$ cat config.mk
export PLATFORM = sky130hd
export DESIGN_NAME = conv_layer
export DESIGN_NICKNAME = d
export VERILOG_FILES = /design/src/hdl/conv_pkg.sv /design/src/hdl/partial_if.sv /design/src/hdl/layer_control.sv /design/src/hdl/window_scanner.sv /design/src/hdl/conv_engine.sv /design/src/hdl/weight_rom.sv /design/src/hdl/channel_adder.sv /design/src/hdl/conv_layer.sv
export VERILOG_INCLUDE_DIRS = /design/src /design/src/include
export SDC_FILE = /design/constraint.sdc
export NUM_CORES = 2
export LEC_CHECK = 0
export ABC_CLOCK_PERIOD_IN_PS = 12000
export BUFFER_PORTS_ARGS = -buffer_cell sky130_fd_sc_hd__buf_2
export CORE_UTILIZATION = 55
export DETAILED_ROUTE_END_ITERATION = 10
export PLACE_DENSITY = 0.71
export SYNTH_ARGS = -nofsm -noshare
export SYNTH_HDL_FRONTEND = slang
export SYNTH_SLANG_ARGS = --single-unit
$ cat constraint.sdc
create_clock -name clk -period 12 [get_ports clk]
set_clock_uncertainty 0.05 [all_clocks]
set_input_delay 2.4 -clock clk [delete_from_list [all_inputs] [get_ports clk]]
set_output_delay 2.4 -clock clk [all_outputs]
set_load 0.01 [all_outputs]
$ cat src/include/conv_params.svh
`ifndef CONV_PARAMS_SVH
`define CONV_PARAMS_SVH

// Layer shape
`define CONV_IC     4
`define CONV_OC     3
`define CONV_H      6
`define CONV_W      6
`define CONV_OH     4
`define CONV_OW     4

// Datapath
`define CONV_SHIFT  4       // Right shift before saturation
`define CONV_ACC_W  20
`define CONV_ADDR_W 6

`endif

$ cat src/hdl/conv_pkg.sv
`default_nettype none
`include "conv_params.svh"

package conv_pkg;

    typedef logic signed [7:0]              pixel_t;
    typedef logic signed [7:0]              weight_t;
    typedef logic [9*8-1:0]                 kernel_t;   // Tap 0 in the low byte
    typedef logic signed [`CONV_ACC_W-1:0]  acc_t;
    typedef logic [`CONV_ADDR_W-1:0]        addr_t;     // Row * W + col
    typedef logic [1:0]                     chan_t;
    typedef logic [2:0]                     coord_t;
    typedef logic [3:0]                     tap_t;

    typedef enum logic [2:0] {
        IDLE, LOAD, SCAN, DRAIN, FINISH
    } ctrl_state_t;

    typedef enum logic [1:0] {
        S_IDLE, S_READ, S_WAIT, S_HOLD
    } scan_state_t;

endpackage

`default_nettype wire

$ cat src/hdl/partial_if.sv
`timescale 1ns/1ps
`default_nettype none
`include "conv_params.svh"

interface partial_if;
    import conv_pkg::*;

    logic   valid;
    logic   ready;
    acc_t   sums [`CONV_IC];    // One partial per input channel
    coord_t row;
    coord_t col;
    chan_t  channel;

    modport scan (output valid, output row, output col, input ready);
    modport engine (output sums);
    modport sink (input valid, input sums, input row, input col, input channel,
                  output ready);

endinterface

`default_nettype wire

$ cat src/hdl/layer_control.sv
`timescale 1ns/1ps
`default_nettype none
`include "conv_params.svh"

module layer_control (
    input  logic            clk,
    input  logic            rst,
    input  logic            start,
    input  logic            scan_done,
    input  logic            out_empty,
    output logic            c_load,
    output logic            scan_start,
    output conv_pkg::chan_t channel,
    output logic            busy,
    output logic            done
);
    import conv_pkg::*;

    ctrl_state_t state;
    ctrl_state_t state_next;
    logic        last_channel;

    assign last_channel = (channel == chan_t'(`CONV_OC - 1));

    always_comb begin
        state_next = state;
        case (state)
            IDLE: begin
                if (start) begin
                    state_next = LOAD;
                end
            end
            LOAD:   state_next = SCAN;
            SCAN: begin
                if (scan_done) begin
                    state_next = last_channel ? DRAIN : LOAD;
                end
            end
            DRAIN: begin
                if (out_empty) begin    // Last pixel has left the output register
                    state_next = FINISH;
                end
            end
            FINISH: state_next = IDLE;
            default: state_next = IDLE;
        endcase
    end

    always_ff @(posedge clk) begin
        if (rst) begin
            state   <= IDLE;
            channel <= '0;
        end else begin
            state <= state_next;
            if (state == IDLE && start) begin
                channel <= '0;
            end else if (state == SCAN && scan_done && !last_channel) begin
                channel <= channel + 1'b1;
            end
        end
    end

    assign c_load     = (state == LOAD);
    assign scan_start = (state == LOAD);    // Scanner's first address lands after the load
    assign busy       = (state != IDLE);
    assign done       = (state == FINISH);

endmodule

`default_nettype wire

$ cat src/hdl/window_scanner.sv
`timescale 1ns/1ps
`default_nettype none
`include "conv_params.svh"

module window_scanner (
    input  logic            clk,
    input  logic            rst,
    input  logic            scan_start,
    output conv_pkg::addr_t rd_addr,
    output logic            tap_valid,
    output logic            tap_first,
    output conv_pkg::tap_t  tap,
    output logic            scan_done,
    partial_if.scan         part
);
    import conv_pkg::*;

    scan_state_t state;
    coord_t      row;
    coord_t      col;
    tap_t        tap_cnt;
    logic [1:0]  kr;            // Tap row within the window
    logic [1:0]  kc;            // Tap column within the window
    logic        last_tap;
    logic        last_window;
    logic        accept;

    assign last_tap    = (tap_cnt == tap_t'(8));
    assign last_window = (row == coord_t'(`CONV_OH - 1)) && (col == coord_t'(`CONV_OW - 1));
    assign accept      = part.valid && part.ready;
    assign scan_done   = (state == S_HOLD) && accept && last_window;

    assign part.row = row;
    assign part.col = col;

    assign rd_addr = (addr_t'(row) + addr_t'(kr)) * addr_t'(`CONV_W)
                   + addr_t'(col) + addr_t'(kc);

    // ####################
    // Window walk

    always_ff @(posedge clk) begin
        if (rst) begin
            state      <= S_IDLE;
            part.valid <= 1'b0;
            tap_valid  <= 1'b0;
            tap_first  <= 1'b0;
            tap        <= '0;
            row        <= '0;
            col        <= '0;
            tap_cnt    <= '0;
            kr         <= '0;
            kc         <= '0;
        end else begin
            // Lined up with the read data one cycle later
            tap_valid <= (state == S_READ);
            tap_first <= (state == S_READ) && (tap_cnt == '0);
            tap       <= tap_cnt;

            case (state)
                S_IDLE: begin
                    if (scan_start) begin
                        row     <= '0;
                        col     <= '0;
                        tap_cnt <= '0;
                        kr      <= '0;
                        kc      <= '0;
                        state   <= S_READ;
                    end
                end
                S_READ: begin
                    tap_cnt <= tap_cnt + 1'b1;
                    if (kc == 2'd2) begin
                        kc <= '0;
                        kr <= kr + 1'b1;
                    end else begin
                        kc <= kc + 1'b1;
                    end
                    if (last_tap) begin
                        state <= S_WAIT;
                    end
                end
                S_WAIT: begin           // Tap 8 accumulates here
                    part.valid <= 1'b1;
                    state      <= S_HOLD;
                end
                S_HOLD: begin
                    if (accept) begin
                        part.valid <= 1'b0;
                        tap_cnt    <= '0;
                        kr         <= '0;
                        kc         <= '0;
                        if (last_window) begin
                            state <= S_IDLE;
                        end else begin
                            state <= S_READ;
                            if (col == coord_t'(`CONV_OW - 1)) begin
                                col <= '0;
                                row <= row + 1'b1;
                            end else begin
                                col <= col + 1'b1;
                            end
                        end
                    end
                end
                default: state <= S_IDLE;
            endcase
        end
    end

endmodule

`default_nettype wire

$ cat src/hdl/conv_engine.sv
`timescale 1ns/1ps
`default_nettype none

module conv_engine (
    input  logic              clk,
    input  logic              rst,
    input  conv_pkg::pixel_t  pixel,
    input  conv_pkg::kernel_t kernel,
    input  logic              tap_valid,
    input  logic              tap_first,
    input  conv_pkg::tap_t    tap,
    output conv_pkg::acc_t    sum
);
    import conv_pkg::*;

    weight_t weight;
    acc_t    product;

    assign weight  = weight_t'(kernel[8*tap +: 8]);
    assign product = acc_t'(pixel) * acc_t'(weight);    // Both sides sign extended

    always_ff @(posedge clk) begin
        if (rst) begin
            sum <= '0;
        end else if (tap_valid) begin
            if (tap_first) begin
                sum <= product;     // New window
            end else begin
                sum <= sum + product;
            end
        end
    end

endmodule

`default_nettype wire

$ cat src/hdl/weight_rom.sv
`timescale 1ns/1ps
`default_nettype none
`include "conv_params.svh"

module weight_rom (
    input  logic                                clk,
    input  logic                                rst,
    input  logic                                c_load,
    input  conv_pkg::chan_t                     channel,
    output conv_pkg::kernel_t [`CONV_IC-1:0]    kernels,
    output conv_pkg::acc_t                      bias
);
    import conv_pkg::*;

    // Fixed table, weights fall in -4 .. 4
    function automatic weight_t tap_weight(input int o, input int i, input int k);
        int m;
        m = (7 * o + 5 * i + 3 * k) % 9;
        return weight_t'(m - 4);
    endfunction

    always_ff @(posedge clk) begin
        if (rst) begin
            kernels <= '0;
            bias    <= '0;
        end else if (c_load) begin
            for (int i = 0; i < `CONV_IC; i++) begin
                for (int k = 0; k < 9; k++) begin
                    kernels[i][8*k +: 8] <= tap_weight(int'(channel), i, k);
                end
            end
            bias <= acc_t'(16 * (int'(channel) - 1));
        end
    end

endmodule

`default_nettype wire

$ cat src/hdl/channel_adder.sv
`timescale 1ns/1ps
`default_nettype none
`include "conv_params.svh"

module channel_adder (
    input  logic             clk,
    input  logic             rst,
    partial_if.sink          part,
    input  conv_pkg::acc_t   bias,
    output logic             out_valid,
    input  logic             out_ready,
    output conv_pkg::pixel_t out_data,
    output conv_pkg::chan_t  out_channel,
    output conv_pkg::coord_t out_row,
    output conv_pkg::coord_t out_col,
    output logic             out_empty
);
    import conv_pkg::*;

    localparam int PAIRS = `CONV_IC / 2;

    acc_t   pair_sum [PAIRS];
    acc_t   total;
    acc_t   shifted;
    pixel_t saturated;
    logic   accept;

    // ####################
    // Adder tree

    for (genvar p = 0; p < PAIRS; p++) begin : g_pair
        assign pair_sum[p] = part.sums[2*p] + part.sums[2*p+1];
    end

    always_comb begin
        total = bias;
        for (int p = 0; p < PAIRS; p++) begin
            total = total + pair_sum[p];
        end
    end

    assign shifted = total >>> `CONV_SHIFT;     // Floor toward minus infinity

    always_comb begin
        if (shifted > acc_t'(127)) begin
            saturated = pixel_t'(127);
        end else if (shifted < acc_t'(-128)) begin
            saturated = pixel_t'(-128);
        end else begin
            saturated = pixel_t'(shifted);
        end
    end

    // ####################
    // Output register

    assign part.ready = !out_valid || out_ready;
    assign accept     = part.valid && part.ready;
    assign out_empty  = !out_valid;

    always_ff @(posedge clk) begin
        if (rst) begin
            out_valid <= 1'b0;
        end else if (accept) begin
            out_valid <= 1'b1;
        end else if (out_ready) begin
            out_valid <= 1'b0;
        end
    end

    always_ff @(posedge clk) begin
        if (accept) begin
            out_data    <= saturated;
            out_channel <= part.channel;
            out_row     <= part.row;
            out_col     <= part.col;
        end
    end

endmodule

`default_nettype wire

$ cat src/hdl/conv_layer.sv
`timescale 1ns/1ps
`default_nettype none
`include "conv_params.svh"

module conv_layer (
    input  logic                                clk,
    input  logic                                rst,
    input  logic                                start,
    output logic                                busy,
    output logic                                done,
    output conv_pkg::addr_t                     rd_addr,
    input  conv_pkg::pixel_t [`CONV_IC-1:0]     rd_data,
    output logic                                out_valid,
    input  logic                                out_ready,
    output conv_pkg::pixel_t                    out_data,
    output conv_pkg::chan_t                     out_channel,
    output conv_pkg::coord_t                    out_row,
    output conv_pkg::coord_t                    out_col
);
    import conv_pkg::*;

    logic                       c_load;
    logic                       scan_start;
    logic                       scan_done;
    logic                       out_empty;
    logic                       tap_valid;
    logic                       tap_first;
    tap_t                       tap;
    kernel_t [`CONV_IC-1:0]     kernels;
    acc_t                       bias;

    partial_if part ();

    layer_control u_control (
        .clk        (clk),
        .rst        (rst),
        .start      (start),
        .scan_done  (scan_done),
        .out_empty  (out_empty),
        .c_load     (c_load),
        .scan_start (scan_start),
        .channel    (part.channel),
        .busy       (busy),
        .done       (done)
    );

    window_scanner u_scanner (
        .clk        (clk),
        .rst        (rst),
        .scan_start (scan_start),
        .rd_addr    (rd_addr),
        .tap_valid  (tap_valid),
        .tap_first  (tap_first),
        .tap        (tap),
        .scan_done  (scan_done),
        .part       (part.scan)
    );

    weight_rom u_weights (
        .clk     (clk),
        .rst     (rst),
        .c_load  (c_load),
        .channel (part.channel),
        .kernels (kernels),
        .bias    (bias)
    );

    // One engine per input channel
    for (genvar g = 0; g < `CONV_IC; g++) begin : g_engine
        conv_engine u_engine (
            .clk       (clk),
            .rst       (rst),
            .pixel     (rd_data[g]),
            .kernel    (kernels[g]),
            .tap_valid (tap_valid),
            .tap_first (tap_first),
            .tap       (tap),
            .sum       (part.sums[g])
        );
    end

    channel_adder u_adder (
        .clk         (clk),
        .rst         (rst),
        .part        (part.sink),
        .bias        (bias),
        .out_valid   (out_valid),
        .out_ready   (out_ready),
        .out_data    (out_data),
        .out_channel (out_channel),
        .out_row     (out_row),
        .out_col     (out_col),
        .out_empty   (out_empty)
    );

endmodule

`default_nettype wire

==> impl_metrics.csv <==
group,metric,value,unit
finish,final_design_area_no_fill,32100,µm²
routing,drtAntennaViolNets,0,
timing,rsz0062_at_grt,"false",
setup_path,worstSetupPathType,"flop to flop",
grt,grt_first_pass_wirelength,131,mm
clocking,number_of_cts_inserted_buffers,29,
timing,finalSetupViolCount,0,
place,place_hpwl,61.2,mm
routing,vias_post_dr,25700,
grt,antenna_found_initial,0,
yosys,multiplexer_fraction_of_the_synthesized_cell_area,2.98,%
yosys,ys.warnings.count,0,
finish,num_antenna_cells,0,
clocking,htreeDepth,1,
floorplanning,floorplan.io_pins,61,
clocking,clock-sinks,245,
grt,grt_overflow,0,
yosys,synth_compound_gate_area_share,17.6,%
yosys,synth.distinct_cells,90,
timing,drv_slew,0,
finish,net_count_final,4228,
yosys,synthCells,3659,
grt,via_count_of_the_first_global_routing_pass,24800,
clocking,cell_at_the_root_of_the_clock_tree,"sky130_fd_sc_hd__clkbuf_16",
floorplanning,die_area,55700,µm²
clocking,cts_tree,"yes",
finish,area_delta_synth_final,6.33,%
clocking,cts_buffer_depth,3,
setup_path,cp_max_fo,42,
power,power.density,130,nW/µm²
setup_path,worstSetupEndpointType,"flop",
clocking,post_cts_gate_resize_count,0,
place,instance_area_after_placement,31000,µm²
finish,mostFrequentLayoutCells,"sky130_fd_sc_hd__nand2_1, sky130_fd_sc_hd__nor2_1, sky130_fd_sc_hd__inv_1",
yosys,synth.avg_cell_area,8.24,µm²
setup_path,critPathArrivalTime,9.51,ns
routing,route.detailed.drc,0,
power,ir_worst_vdd,0.151,mV
grt,largest_net_degree_at_the_start_of_global_routing,165,
timing,timing.slew.headroom,21.9,%
yosys,post_synth_edffs,16,
power,cellLeakagePower,14.5,nW
floorplanning,initial_core_util,55.8,%
job,cap_violations,0,
setup_path,slowest_stage,"sky130_fd_sc_hd__o31ai_1",
setup_path,cp_slowest_stage_delay,0.83,ns
clocking,cts_setup_buffers,0,
timing,fmax,110,MHz
timing,final_worst_path_cycle_share,76.1,%
finish,final_common_cell,"sky130_fd_sc_hd__nand2_1",
yosys,post_synth_and_or_nand_nor_area_fraction,18.8,%
routing,wl_per_cell,18.5,µm
yosys,ys_seq_area_share,16.8,%
yosys,synth_top_family_by_area,"adder cells",
hold_path,holdCritPathClass,"flop to flop",
routing,drt-initial-drc-count,2247,
yosys,yosys_most_used_dff,"sky130_fd_sc_hd__dfxtp_1",
yosys,synth.cell_area,30100,µm²
finish,layout-drive-gt1-share,6.37,%
grt,grt_usage,28.8,%
setup_path,r2r_setup_slack,2.87,ns
outcome,run_status,"complete, no violations",
setup_path,worst-endpoint-required,12.38,ns
timing,worst_slew_pin_slew,1.17,ns
floorplanning,placement_rows,85,
routing,finalWirelength,80.4,mm
floorplanning,design.core.area,54000,µm²
yosys,async_flop_share,0,%
clocking,insertion_delay,0.59,ns
clocking,clk_slew_on_worst_s_h_paths,0.06,ns
yosys,synth_fa_ha_area_share,30.8,%
timing,fin_setup_tns,0,ns
timing,fin_crit_period,9.13,ns
routing,vias_per_cell,5.93,
setup_path,cp-start-kind,"flop",
place,gp_congestion,0.938,
yosys,synth-seq-cells,245,
timing,finalHoldViolCount,0,
place,port_buffers,60,
routing,number_of_iterations_in_the_first_detailed_routing_pass,6,
floorplanning,die_h,236,µm
yosys,synth-xor-area-share,6.94,%
floorplanning,die-width,236,µm
clocking,cts.hold.buffers_added,0,
## metrics by stage
stage / std cells / utilization (%) / hold slack [ns] / total power, W / setup WS, ns
5_1_grt: 4339 / 59.3 / 0.416 / 0.00451 / 2.13
3_3_place_gp: 4285 / 57.3 / 0.388 / 0.00314 / 3.18
6_report: 4339 / 59.3 / 0.404 / 0.00417 / 2.87
4_1_cts: 4339 / 59.3 / 0.404 / 0.00419 / 2.99
3_5_place_dp: 4285 / 57.3 / 0.397 / 0.00318 / 2.99
2_1_floorplan: 3662 / - / 0.379 / 0.00267 / 4.01
## critical path, delay by kind of cell, from the launching register on
family	cells	cell delay (ns)
compound gates	12	2.94
mux	1	0.20
buf+inv	4	0.66
fa+ha+maj	6	2.81
flops	1	0.32
xor+xnor	1	0.41
simple gates	8	1.54
## layout make-up
type	count	area, µm²
multi-input combinational	2934	23300
fill	4900	22000
sequential	245	5070
inverter	314	1180
tap	696	871
clock buffer	41	862
timing repair buffer	96	589
clock inverter	13	214
## path summary, 6_finish.rpt
check / end / startpoint / depth (start not counted)
min reg2reg: u_weights.kernels[165] / u_weights.kernels[165] / 2
max reg2reg: g_engine[2].u_engine.sum[19] / u_scanner.tap[0] / 32
max: g_engine[2].u_engine.sum[19] / u_scanner.tap[0] / 32
min: u_weights.kernels[165] / u_weights.kernels[165] / 2
## Yosys cell counts, drive strengths merged (10+ instances only)
library cell,instances,share of area (%)
nand2,390,4.9
nor2,352,4.4
inv,312,3.9
ha,290,12
fa,282,19
a21oi,277,4.6
dfxtp,229,15
xnor2,170,4.9
o21ai,158,2.6
clkbuf,132,1.6
a211oi,98,2.5
and2,98,2.0
nor3,82,1.4
xor2,69,2.0
mux2i,61,2.0
nand3,54,0.90
nor2b,53,1.1
nand2b,47,0.98
buf,37,0.56
or2,37,0.77
a21o,34,0.87
a31oi,29,0.65
a311oi,27,0.78
o22ai,26,0.54
and3,21,0.45
o211ai,21,0.56
o21bai,19,0.47
a22oi,17,0.42
edfxtp,16,1.6
nor3b,16,0.40
nand3b,15,0.37
o31ai,15,0.37
or3,15,0.31
a2111oi,11,0.41
o21a,11,0.27
a22o,10,0.29
nand4,10,0.21
## routing by layer
layer | share of wire [%] | vias up | global-route usage, %
met2 | 47 | 793 | 48.4
li1 | - | 12500 | -
met1 | 45 | 12300 | 38.9
met3 | 5.6 | 157 | 3.17
met4 | 3.0 | 0 | 8.60
met5 | 0 | - | 0
## power by group
part           switching, W  internal (W)
Clock              0.000389      0.000610
Sequential         0.000129      0.000930
Combinational       0.00124      0.000869
## flip-flops by register name (all words and copies together) (netlist names), 3 cells and up
signal	cells
u_scanner.part.row	3
u_adder.out_data	8
u_scanner.tap	4
u_adder.out_col	3
u_adder.out_row	3
g_engine.u_engine.sum	80
u_scanner.tap_cnt	4
u_scanner.part.col	3
u_control.state	3
u_weights.kernels	119
## cells by family after synthesis
family	count (synthesis)
flops	245
fa+ha+maj	572
mux	78
compound gates	827
other cells	1
buf+inv	483
xor+xnor	239
simple gates	1214
No activity file was read; power rests on OpenSTA's default activity.
